--- src/rv_core_params.svh ---
`ifndef RV_CORE_PARAMS_SVH
`define RV_CORE_PARAMS_SVH

// Datapath widths
`define RV_XLEN        32
`define RV_REG_ADDR_W  5

// Fetch sequencing
`define RV_PC_STEP     32'd4
`define RV_RESET_PC    32'h0000_0000
`define RV_NOP         32'h0000_0013   // addi x0, x0, 0

// Major opcodes
`define RV_OPC_OP      7'b0110011
`define RV_OPC_OP_IMM  7'b0010011
`define RV_OPC_BRANCH  7'b1100011

// Branch funct3
`define RV_F3_BEQ      3'b000
`define RV_F3_BNE      3'b001

// ALU funct3
`define RV_F3_ADD_SUB  3'b000
`define RV_F3_SLL      3'b001
`define RV_F3_SLT      3'b010
`define RV_F3_SLTU     3'b011
`define RV_F3_XOR      3'b100
`define RV_F3_SRL_SRA  3'b101
`define RV_F3_OR       3'b110
`define RV_F3_AND      3'b111

`define RV_F7_ALT      7'b0100000      // Selects SUB and SRA/SRAI

`endif
--- src/rv_core_pkg.sv ---
`include "rv_core_params.svh"

package rv_core_pkg;

    typedef logic [`RV_XLEN-1:0]       word_t;
    typedef logic [`RV_REG_ADDR_W-1:0] reg_addr_t;
    typedef logic [`RV_XLEN-1:0]       instr_t;

    typedef enum logic [3:0] {
        ALU_ADD, ALU_SUB, ALU_SLL, ALU_SLT, ALU_SLTU,
        ALU_XOR, ALU_SRL, ALU_SRA, ALU_OR, ALU_AND
    } alu_op_e;

    typedef enum logic [1:0] {BR_NONE, BR_BEQ, BR_BNE} branch_op_e;

    // Operand source in execute
    typedef enum logic [1:0] {FWD_REG, FWD_FROM_EXMEM, FWD_FROM_MEMWB} fwd_sel_e;

    typedef struct packed {
        word_t  pc;
        instr_t instr;
    } if_id_t;

    typedef struct packed {
        word_t      pc;
        reg_addr_t  rs1;
        reg_addr_t  rs2;
        reg_addr_t  rd;
        word_t      read_1;
        word_t      read_2;
        word_t      imm;
        alu_op_e    alu_op;
        logic       use_imm;     // Operand b from imm
        branch_op_e branch_op;
        logic       reg_write;
    } id_ex_t;

    // Register write request
    typedef struct packed {
        logic      reg_write;
        reg_addr_t rd;
        word_t     data;
    } wb_t;

endpackage

--- src/rv_core.sv ---
`timescale 1ns/1ps

module rv_core (
    input  logic                 clk,
    input  logic                 reset_n,
    input  rv_core_pkg::instr_t  imem_data,
    output rv_core_pkg::word_t   imem_address,
    output rv_core_pkg::wb_t     retire
);

    rv_core_pkg::if_id_t    if_id;
    rv_core_pkg::id_ex_t    id_ex;
    rv_core_pkg::reg_addr_t rs1;
    rv_core_pkg::reg_addr_t rs2;
    rv_core_pkg::word_t     read_1;
    rv_core_pkg::word_t     read_2;
    rv_core_pkg::wb_t       exmem_wb;
    rv_core_pkg::wb_t       memwb;
    rv_core_pkg::fwd_sel_e  fwd_a;
    rv_core_pkg::fwd_sel_e  fwd_b;
    logic                   branch_taken;
    rv_core_pkg::word_t     branch_target;
    logic                   flush;

    assign retire = memwb;

    fetch_stage fetch_inst (
        .clk           (clk),
        .reset_n       (reset_n),
        .flush         (flush),
        .branch_target (branch_target),
        .imem_data     (imem_data),
        .imem_address  (imem_address),
        .if_id         (if_id)
    );

    decode_stage decode_inst (
        .clk     (clk),
        .reset_n (reset_n),
        .flush   (flush),
        .if_id   (if_id),
        .rs1     (rs1),
        .rs2     (rs2),
        .read_1  (read_1),
        .read_2  (read_2),
        .id_ex   (id_ex)
    );

    register_file regfile_inst (
        .clk     (clk),
        .reset_n (reset_n),
        .rs1     (rs1),
        .rs2     (rs2),
        .wb      (memwb),
        .read_1  (read_1),
        .read_2  (read_2)
    );

    execute_stage execute_inst (
        .clk           (clk),
        .reset_n       (reset_n),
        .flush         (flush),
        .id_ex         (id_ex),
        .fwd_a         (fwd_a),
        .fwd_b         (fwd_b),
        .exmem_wb      (exmem_wb),
        .memwb         (memwb),
        .branch_taken  (branch_taken),
        .branch_target (branch_target)
    );

    pipeline_control control_inst (
        .id_ex_rs1    (id_ex.rs1),
        .id_ex_rs2    (id_ex.rs2),
        .exmem_wb     (exmem_wb),
        .memwb        (memwb),
        .branch_taken (branch_taken),
        .fwd_a        (fwd_a),
        .fwd_b        (fwd_b),
        .flush        (flush)
    );

endmodule

--- src/pipeline_control.sv ---
`timescale 1ns/1ps

module pipeline_control (
    input  rv_core_pkg::reg_addr_t id_ex_rs1,
    input  rv_core_pkg::reg_addr_t id_ex_rs2,
    input  rv_core_pkg::wb_t       exmem_wb,
    input  rv_core_pkg::wb_t       memwb,
    input  logic                   branch_taken,
    output rv_core_pkg::fwd_sel_e  fwd_a,
    output rv_core_pkg::fwd_sel_e  fwd_b,
    output logic                   flush
);

    // Youngest producer wins
    function automatic rv_core_pkg::fwd_sel_e pick_source(
        input rv_core_pkg::reg_addr_t rs,
        input rv_core_pkg::wb_t       ex,
        input rv_core_pkg::wb_t       mw
    );
        if (ex.reg_write && ex.rd == rs) begin
            return rv_core_pkg::FWD_FROM_EXMEM;
        end else if (mw.reg_write && mw.rd == rs) begin
            return rv_core_pkg::FWD_FROM_MEMWB;
        end
        return rv_core_pkg::FWD_REG;
    endfunction

    assign fwd_a = pick_source(id_ex_rs1, exmem_wb, memwb);
    assign fwd_b = pick_source(id_ex_rs2, exmem_wb, memwb);

    assign flush = branch_taken;   // Kills IF/ID, ID/EX and EX

endmodule

--- src/execute_stage.sv ---
`timescale 1ns/1ps

module execute_stage (
    input  logic                    clk,
    input  logic                    reset_n,
    input  logic                    flush,
    input  rv_core_pkg::id_ex_t     id_ex,
    input  rv_core_pkg::fwd_sel_e   fwd_a,
    input  rv_core_pkg::fwd_sel_e   fwd_b,
    output rv_core_pkg::wb_t        exmem_wb,
    output rv_core_pkg::wb_t        memwb,
    output logic                    branch_taken,
    output rv_core_pkg::word_t      branch_target
);

    rv_core_pkg::word_t     op_a;
    rv_core_pkg::word_t     op_b;
    rv_core_pkg::word_t     alu_result;
    logic                   take;
    logic                   exmem_write;
    rv_core_pkg::reg_addr_t exmem_rd;
    rv_core_pkg::word_t     exmem_data;
    logic                   memwb_write;
    rv_core_pkg::reg_addr_t memwb_rd;
    rv_core_pkg::word_t     memwb_data;

    // ------------------------------------------------------------------
    // Operand forwarding
    // ------------------------------------------------------------------
    assign op_a = (fwd_a == rv_core_pkg::FWD_FROM_EXMEM) ? exmem_data :
                  (fwd_a == rv_core_pkg::FWD_FROM_MEMWB) ? memwb_data : id_ex.read_1;
    assign op_b = id_ex.use_imm ? id_ex.imm :
                  (fwd_b == rv_core_pkg::FWD_FROM_EXMEM) ? exmem_data :
                  (fwd_b == rv_core_pkg::FWD_FROM_MEMWB) ? memwb_data : id_ex.read_2;

    alu alu_inst (
        .op     (id_ex.alu_op),
        .a      (op_a),
        .b      (op_b),
        .result (alu_result)
    );

    // Branch resolution on this cycle's compare
    always_comb begin
        case (id_ex.branch_op)
            rv_core_pkg::BR_BEQ: take = (alu_result == '0);
            rv_core_pkg::BR_BNE: take = (alu_result != '0);
            default:             take = 1'b0;
        endcase
    end

    // ------------------------------------------------------------------
    // EX/MEM and MEM/WB registers
    // ------------------------------------------------------------------
    always_ff @(posedge clk or negedge reset_n) begin
        if (!reset_n) begin
            exmem_write  <= 1'b0;
            branch_taken <= 1'b0;
        end else if (flush) begin
            exmem_write  <= 1'b0;   // Younger instruction squashed
            branch_taken <= 1'b0;
        end else begin
            exmem_write  <= id_ex.reg_write;
            branch_taken <= take;
        end
    end

    always_ff @(posedge clk) begin
        exmem_rd      <= id_ex.rd;
        exmem_data    <= alu_result;
        branch_target <= id_ex.pc + id_ex.imm;
    end

    // Memory stage is a plain pass-through
    always_ff @(posedge clk or negedge reset_n) begin
        if (!reset_n) begin
            memwb_write <= 1'b0;
        end else begin
            memwb_write <= exmem_write;
        end
    end

    always_ff @(posedge clk) begin
        memwb_rd   <= exmem_rd;
        memwb_data <= exmem_data;
    end

    assign exmem_wb = '{reg_write: exmem_write, rd: exmem_rd, data: exmem_data};
    assign memwb    = '{reg_write: memwb_write, rd: memwb_rd, data: memwb_data};

endmodule

--- src/alu.sv ---
`timescale 1ns/1ps

module alu (
    input  rv_core_pkg::alu_op_e op,
    input  rv_core_pkg::word_t   a,
    input  rv_core_pkg::word_t   b,
    output rv_core_pkg::word_t   result
);

    logic [4:0] shamt;

    assign shamt = b[4:0];

    always_comb begin
        case (op)
            rv_core_pkg::ALU_ADD:  result = a + b;
            rv_core_pkg::ALU_SUB:  result = a - b;
            rv_core_pkg::ALU_SLL:  result = a << shamt;
            rv_core_pkg::ALU_SLT:  result = rv_core_pkg::word_t'($signed(a) < $signed(b));
            rv_core_pkg::ALU_SLTU: result = rv_core_pkg::word_t'(a < b);
            rv_core_pkg::ALU_XOR:  result = a ^ b;
            rv_core_pkg::ALU_SRL:  result = a >> shamt;
            rv_core_pkg::ALU_SRA:  result = $signed(a) >>> shamt;   // Keeps sign bit
            rv_core_pkg::ALU_OR:   result = a | b;
            default:               result = a & b;
        endcase
    end

endmodule

--- src/register_file.sv ---
`timescale 1ns/1ps
`include "rv_core_params.svh"

module register_file (
    input  logic                   clk,
    input  logic                   reset_n,
    input  rv_core_pkg::reg_addr_t rs1,
    input  rv_core_pkg::reg_addr_t rs2,
    input  rv_core_pkg::wb_t       wb,
    output rv_core_pkg::word_t     read_1,
    output rv_core_pkg::word_t     read_2
);

    // Entry 0 is never written
    rv_core_pkg::word_t regs [2**`RV_REG_ADDR_W];

    always_ff @(posedge clk) begin
        if (reset_n && wb.reg_write) begin
            regs[wb.rd] <= wb.data;
        end
    end

    // Same-cycle writeback is bypassed to the readers
    assign read_1 = (rs1 == '0) ? '0 :
                    (wb.reg_write && wb.rd == rs1) ? wb.data : regs[rs1];
    assign read_2 = (rs2 == '0) ? '0 :
                    (wb.reg_write && wb.rd == rs2) ? wb.data : regs[rs2];

endmodule

--- src/decode_stage.sv ---
`timescale 1ns/1ps
`include "rv_core_params.svh"

module decode_stage (
    input  logic                   clk,
    input  logic                   reset_n,
    input  logic                   flush,
    input  rv_core_pkg::if_id_t    if_id,
    output rv_core_pkg::reg_addr_t rs1,
    output rv_core_pkg::reg_addr_t rs2,
    input  rv_core_pkg::word_t     read_1,
    input  rv_core_pkg::word_t     read_2,
    output rv_core_pkg::id_ex_t    id_ex
);

    logic [6:0]             opcode;
    logic [2:0]             funct3;
    logic [6:0]             funct7;
    rv_core_pkg::reg_addr_t rd;
    rv_core_pkg::word_t     i_imm;
    rv_core_pkg::word_t     shamt_imm;
    rv_core_pkg::word_t     b_imm;
    rv_core_pkg::id_ex_t    dec;

    // ------------------------------------------------------------------
    // Field extraction and immediates
    // ------------------------------------------------------------------
    assign opcode = if_id.instr[6:0];
    assign rd     = if_id.instr[11:7];
    assign funct3 = if_id.instr[14:12];
    assign rs1    = if_id.instr[19:15];
    assign rs2    = if_id.instr[24:20];
    assign funct7 = if_id.instr[31:25];

    assign i_imm     = {{20{if_id.instr[31]}}, if_id.instr[31:20]};
    assign shamt_imm = {27'b0, if_id.instr[24:20]};
    assign b_imm     = {{20{if_id.instr[31]}}, if_id.instr[7], if_id.instr[30:25],
                        if_id.instr[11:8], 1'b0};

    // Shared by OP and OP-IMM
    function automatic rv_core_pkg::alu_op_e alu_decode(input logic [2:0] f3, input logic alt);
        case (f3)
            `RV_F3_ADD_SUB: return alt ? rv_core_pkg::ALU_SUB : rv_core_pkg::ALU_ADD;
            `RV_F3_SLL:     return rv_core_pkg::ALU_SLL;
            `RV_F3_SLT:     return rv_core_pkg::ALU_SLT;
            `RV_F3_SLTU:    return rv_core_pkg::ALU_SLTU;
            `RV_F3_XOR:     return rv_core_pkg::ALU_XOR;
            `RV_F3_SRL_SRA: return alt ? rv_core_pkg::ALU_SRA : rv_core_pkg::ALU_SRL;
            `RV_F3_OR:      return rv_core_pkg::ALU_OR;
            default:        return rv_core_pkg::ALU_AND;
        endcase
    endfunction

    // ------------------------------------------------------------------
    // Control decode
    // ------------------------------------------------------------------
    always_comb begin
        dec.pc        = if_id.pc;
        dec.rs1       = rs1;
        dec.rs2       = rs2;
        dec.rd        = rd;
        dec.read_1    = read_1;
        dec.read_2    = read_2;
        dec.imm       = i_imm;
        dec.alu_op    = rv_core_pkg::ALU_ADD;
        dec.use_imm   = 1'b0;
        dec.branch_op = rv_core_pkg::BR_NONE;
        dec.reg_write = 1'b0;   // Anything unknown is a bubble

        case (opcode)
            `RV_OPC_OP: begin
                dec.reg_write = 1'b1;
                dec.alu_op    = alu_decode(funct3, funct7 == `RV_F7_ALT);
            end
            `RV_OPC_OP_IMM: begin
                dec.reg_write = 1'b1;
                dec.use_imm   = 1'b1;
                // Only SRAI borrows the funct7 bits
                dec.alu_op = alu_decode(funct3,
                                        funct3 == `RV_F3_SRL_SRA && funct7 == `RV_F7_ALT);
                if (funct3 == `RV_F3_SLL || funct3 == `RV_F3_SRL_SRA) begin
                    dec.imm = shamt_imm;
                end
            end
            `RV_OPC_BRANCH: begin
                dec.imm    = b_imm;
                dec.alu_op = rv_core_pkg::ALU_SUB;  // Zero result means equal
                if (funct3 == `RV_F3_BEQ) begin
                    dec.branch_op = rv_core_pkg::BR_BEQ;
                end else if (funct3 == `RV_F3_BNE) begin
                    dec.branch_op = rv_core_pkg::BR_BNE;
                end
            end
            default: ;
        endcase

        if (rd == '0) begin
            dec.reg_write = 1'b0;   // x0 writes vanish here
        end
    end

    // ID/EX register
    always_ff @(posedge clk or negedge reset_n) begin
        if (!reset_n) begin
            id_ex <= '0;
        end else if (flush) begin
            id_ex <= '0;
        end else begin
            id_ex <= dec;
        end
    end

endmodule

--- src/fetch_stage.sv ---
`timescale 1ns/1ps
`include "rv_core_params.svh"

module fetch_stage (
    input  logic                   clk,
    input  logic                   reset_n,
    input  logic                   flush,
    input  rv_core_pkg::word_t     branch_target,
    input  rv_core_pkg::instr_t    imem_data,
    output rv_core_pkg::word_t     imem_address,
    output rv_core_pkg::if_id_t    if_id
);

    rv_core_pkg::word_t pc;

    assign imem_address = pc;

    // Taken branch redirects fetch one cycle after resolution
    always_ff @(posedge clk or negedge reset_n) begin
        if (!reset_n) begin
            pc <= `RV_RESET_PC;
        end else if (flush) begin
            pc <= branch_target;
        end else begin
            pc <= pc + `RV_PC_STEP;
        end
    end

    // IF/ID register
    always_ff @(posedge clk or negedge reset_n) begin
        if (!reset_n) begin
            if_id <= '{pc: `RV_RESET_PC, instr: `RV_NOP};
        end else begin
            if_id.pc    <= pc;
            if_id.instr <= flush ? `RV_NOP : imem_data;  // Wrong-path word dropped
        end
    end

endmodule

--- config.mk ---
export PLATFORM = sky130hd
export DESIGN_NAME = rv_core
export DESIGN_NICKNAME = d
export VERILOG_FILES = /design/src/rv_core_pkg.sv /design/src/rv_core.sv /design/src/pipeline_control.sv /design/src/execute_stage.sv /design/src/alu.sv /design/src/register_file.sv /design/src/decode_stage.sv /design/src/fetch_stage.sv
export VERILOG_INCLUDE_DIRS = /design/src
export SDC_FILE = /design/constraint.sdc
export NUM_CORES = 2
export LEC_CHECK = 0
export BUFFER_PORTS_ARGS = -buffer_cell sky130_fd_sc_hd__buf_4
export CORE_ASPECT_RATIO = 0.75
export CORE_MARGIN = 8
export CORE_UTILIZATION = 50
export DETAILED_ROUTE_END_ITERATION = 10
export PLACE_DENSITY_LB_ADDON = 0.05
export SLEW_MARGIN = 20
export SYNTH_ARGS = -nofsm -noshare
export SYNTH_HDL_FRONTEND = slang
export SYNTH_SLANG_ARGS = --single-unit
--- constraint.sdc ---
create_clock -name clk -period 6.45 [get_ports clk]
set_input_delay 0.3225 -clock clk [delete_from_list [all_inputs] [get_ports clk]]
set_output_delay 0.3225 -clock clk [all_outputs]
set_load 0.1 [all_outputs]
==> parameters.txt <==
Parameter                              Value

Timing
  Final clock period utilization by the worst path    95.79%
  Final number of hold-violating endpoints    0
  Number of pins with negative max-slew slack in the final report    0
  Minimum clock period    6.178 ns
  Total negative setup slack    0 ns
  Worst clock skew on the final layout    0.01879 ns
  Minimum setup slack in the final design    0.2717 ns
  Worst max-slew margin expressed relative to the limit    16.19%
  Measured slew at the worst slew-check pin    1.244 ns
  Smallest hold slack    0.08316 ns
  Max Fclk    161.9 MHz
  Endpoints failing setup    0
  Setup repair after global routing missed its margin    false

Hold path
  Worst min path class    in2async

Drt
  Via density per instance    6.827
  Post-Route M1 WL    100200 um
  Final ANT Viol Nets    0
  Top routing layer in use    met4
  Routed wire length per instance    34.26 um
  Total wire length after detailed routing    234900 um
  Iteration-0 DRC Markers    6806
  Met2 WL    101200 um
  Number of design rule violations left after detail routing    0
  Detailed Routing Iterations Pass 1    7
  Via count    46.80k
  Total length of routed met3 wires    26860 um

Cells and area
  Area Overhead vs Synth    12.36%
  Post-Layout Cell Count    6855
  Post-route cell area    78210 um^2
  Net count, final    5048
  Share of final-layout standard cells stronger than drive strength 1    26.11%
  Core utilization of the finished layout    56.65%
  Number of fillers in the final layout    10.92k

Synthesis
  Net count after synthesis    4897
  Cell count after synthesis    4731
  Top_reg_cell synth    sky130_fd_sc_hd__edfxtp_1
  Area fraction of the dominant cell type after synthesis    44.18%
  Largest area contributor in the synthesized netlist    sky130_fd_sc_hd__edfxtp_1
  Post-synth EDFFs    1024
  Synthesized area per cell    14.71 um^2
  Proportion of register bits with asynchronous set or reset after synthesis    16.97%
  Post-synthesis instance area    69600 um^2
  Warning count from the yosys run    0
  Top post-synthesis cells by area    sky130_fd_sc_hd__edfxtp_1 (44%), sky130_fd_sc_hd__mux4_2 (21%), sky130_fd_sc_hd__dfrtp_1 (8.2%), sky130_fd_sc_hd__dfxtp_1 (3.0%), sky130_fd_sc_hd__ha_1 (2.3%)
  Number of synthesized register bits    1361
  Count of distinct cell types in the synthesized netlist    99
  Proportion of synthesized chip area in sequential cells    55.54%

Clocking
  Total clock buffers created by CTS    137
  CTS clk-pin slew, worst paths    0.07 ns
  Clock tree from TritonCTS    yes
  Master cell of the clock root buffer    sky130_fd_sc_hd__clkbuf_16
  Clock latency on the worst-skew pair    0.77 ns
  Clk buf depth    3
  Clock tree sinks    1361
  CTS HTree Levels    4

Worst setup path
  Crit-path max cell delay    0.49 ns
  Maximum fanout along the worst path    6
  Cell with the biggest individual delay on the critical path    sky130_fd_sc_hd__a31oi_1
  Sort of element at the end of the critical path    flip-flop
  Reg-to-reg endpoint    execute_inst.branch_taken
  Length in cells of the worst reg-to-reg path    24
  Worst R2R Setup Slack    0.27 ns
  Element type at the critical path start    flip-flop
  CP Capture Point    execute_inst.branch_taken
  Critical R2R Launch    decode_inst.id_ex[113]
  Series of cell instances along the critical path    xnor2_1 > nand4_1 > o21ai_1 > a311oi_4 > nor2_4 > inv_2 > ha_1 > buf_4 > fa_1 > nor2b_1 > o221ai_1 > a211oi_1 > o211ai_1 > nand3b_1 > a31oi_1 > o21bai_1 > a21o_1 > a221oi_1 > a21o_1 > a31oi_1 > nor3_1 > and4b_1 > and4b_1 > mux2i_1
  Worst setup path start    decode_inst.id_ex[113]
  Critical setup path kind    reg2reg
  Critical path data required time    7.14 ns
  Signal arrival time at the worst endpoint    6.87 ns

Place
  Placed Area    73400 um^2
  Total instance count after detailed placement    6560
  Post-placement setup slack    -0.003595 ns
  Count of buffers inserted at the top-level ports    103
  Final weighted congestion in routability-driven placement    1.032
  HPWL after detailed placement    151400 um

Floorplan
  Chip Height    339.1 um
  Core ar.    138000 um^2
  Starting density of the core    50.42%
  Number of placement rows    118
  Die Footprint    151500 um^2
  Io pins    104
  Horizontal die dimension    446.8 um

GRT
  Number of global-route vias before repair    45.55k
  Antenna violations before repair    7
  Maximum number of pins on one net before global-route repair    146
  Global-route usage over all layers    30.49%
  Global-route wire length before repair    335700 um
  Residual overflow from global routing    0

Pwr
  Total Power    24.91 mW
  Max rail drop VDD    0.3631 mV
  Power density of the placed cells    318.5 nW/um^2
  Leakage power total    27.08 nW

Flow run
  Max-capacitance violation count    0

Run status
  Result of the run    complete, no violations
==> flip-flops by register name (all words and copies together), names as in the netlist <==
signal,cells
execute_inst.exmem_rd,5
execute_inst.exmem_write,1
execute_inst.branch_taken,1
regfile_inst.regs,1024
execute_inst.branch_target,32
execute_inst.memwb_write,1
fetch_inst.if_id,64
execute_inst.memwb_rd,5
fetch_inst.imem_address,32
execute_inst.exmem_data,32
decode_inst.id_ex,132
execute_inst.memwb_data,32
==> kinds of logic (layout without fill, tap and decap cells) <==
family | count (synthesis) | after routing | share of synthesized area, %
multiplexers | 755 | 755 | 22.39
AO/OA/AOI/OAI | 893 | 893 | 8.492
other | 0 | 5 | 0
XOR/XNOR | 97 | 97 | 1.231
adder cells (fa/ha/maj) | 132 | 132 | 2.405
buffers and inverters | 465 | 724 | 2.722
AND/OR/NAND/NOR | 1028 | 1028 | 7.217
flip-flops | 1361 | 1361 | 55.54
==> routing by layer <==
layer	vias to the layer above	track usage (%)
met1	24346	45.83
met3	380	8.757
met5	-	0
met2	2698	43.48
met4	0	8.568
li1	19376	-
==> worst max-delay path, delay by kind of cell (launching register included) <==
family	cells	cell delay, ns
compound gates	11	2.81
xor+xnor	1	0.22
fa+ha+maj	2	0.64
buf+inv	2	0.22
flops	1	0.39
mux	1	0.18
simple gates	7	1.62
==> timing repair <==
action | CTS | global route
cloned | 0 | 0
resized for setup | 1 | 12
setup buffers | 0 | 6
hold endpoints to repair | 97 | 0
hold buffers | 33 | 0
setup endpoints to repair | 1 | 2
pin swaps | 0 | 2
==> placed cells by master (no fill, tap or decap), types with 17 or more instances in the layout <==
cell / netlist / final
sky130_fd_sc_hd__edfxtp_1: 1024 / 1024
sky130_fd_sc_hd__mux4_2: 641 / 641
sky130_fd_sc_hd__buf_4: 7 / 316
sky130_fd_sc_hd__nor2_1: 303 / 268
sky130_fd_sc_hd__dfrtp_1: 228 / 216
sky130_fd_sc_hd__o21ai_0: 188 / 187
sky130_fd_sc_hd__a21oi_1: 184 / 184
sky130_fd_sc_hd__nand3_1: 169 / 167
sky130_fd_sc_hd__nand2_1: 152 / 151
sky130_fd_sc_hd__clkbuf_16: 0 / 144
sky130_fd_sc_hd__a211oi_1: 131 / 131
sky130_fd_sc_hd__ha_1: 129 / 129
sky130_fd_sc_hd__nor3_1: 123 / 120
sky130_fd_sc_hd__inv_1: 108 / 108
sky130_fd_sc_hd__mux2i_1: 106 / 106
sky130_fd_sc_hd__dfxtp_1: 106 / 101
sky130_fd_sc_hd__nor2b_1: 90 / 90
sky130_fd_sc_hd__a31oi_1: 71 / 70
sky130_fd_sc_hd__xnor2_1: 60 / 60
sky130_fd_sc_hd__a21o_1: 39 / 39
sky130_fd_sc_hd__xor2_1: 36 / 36
sky130_fd_sc_hd__clkbuf_1: 223 / 36
sky130_fd_sc_hd__nor2_4: 0 / 35
sky130_fd_sc_hd__dlygate4sd3_1: 0 / 33
sky130_fd_sc_hd__o211ai_1: 32 / 32
sky130_fd_sc_hd__or2_2: 31 / 31
sky130_fd_sc_hd__and3_1: 25 / 25
sky130_fd_sc_hd__clkinv_1: 1 / 24
sky130_fd_sc_hd__nand4_1: 22 / 22
sky130_fd_sc_hd__and2_1: 19 / 19
sky130_fd_sc_hd__a221oi_1: 19 / 19
sky130_fd_sc_hd__o21ai_1: 17 / 18
sky130_fd_sc_hd__clkinv_2: 0 / 18
sky130_fd_sc_hd__nor4_1: 18 / 17
==> cell type report <==
class / count / area (um^2) / share of cell area (%)
antenna: 5 / 12.51 / 0.01600
clock buffer: 186 / 3821 / 4.886
clock inverter: 61 / 474.2 / 0.6063
inverter: 113 / 424.2 / 0.5423
multi-input combinational: 2905 / 29450 / 37.66
sequential: 1361 / 38700 / 49.49
tap: 1860 / 2327 / 2.976
timing repair buffer: 364 / 2993 / 3.827
==> worst min path at each step <==
stage,start,end,slack (ns),cells past startpoint
finish,reset_n,execute_inst.branch_taken,0.08,2
global route,reset_n,execute_inst.branch_taken,0.13,2
CTS,reset_n,execute_inst.branch_taken,0.08,2
detailed placement,reset_n,execute_inst.branch_taken,0.32,1
global placement,reset_n,execute_inst.branch_taken,0.31,1
floorplan,reset_n,decode_inst.id_ex[0],0.03,0
==> cell usage after synthesis (108+ instances only) <==
master / count
sky130_fd_sc_hd__clkbuf_1: 223
sky130_fd_sc_hd__a211oi_1: 131
sky130_fd_sc_hd__ha_1: 129
sky130_fd_sc_hd__a21oi_1: 184
sky130_fd_sc_hd__nor2_1: 303
sky130_fd_sc_hd__o21ai_0: 188
sky130_fd_sc_hd__inv_1: 108
sky130_fd_sc_hd__dfrtp_1: 228
sky130_fd_sc_hd__edfxtp_1: 1024
sky130_fd_sc_hd__mux4_2: 641
sky130_fd_sc_hd__nand2_1: 152
sky130_fd_sc_hd__nor3_1: 123
sky130_fd_sc_hd__nand3_1: 169
==> power by group <==
| part | internal (mW) | switching (mW) | leakage, nW |
|---|---|---|---|
| Combinational | 1.72 | 4.38 | 12.0 |
| Clock | 4.37 | 3.39 | 2.10 |
| Sequential | 10.7 | 0.355 | 13.0 |
| Total | 16.8 | 8.12 | 27.1 |
Note: power is estimated with default switching activity, not from simulation.
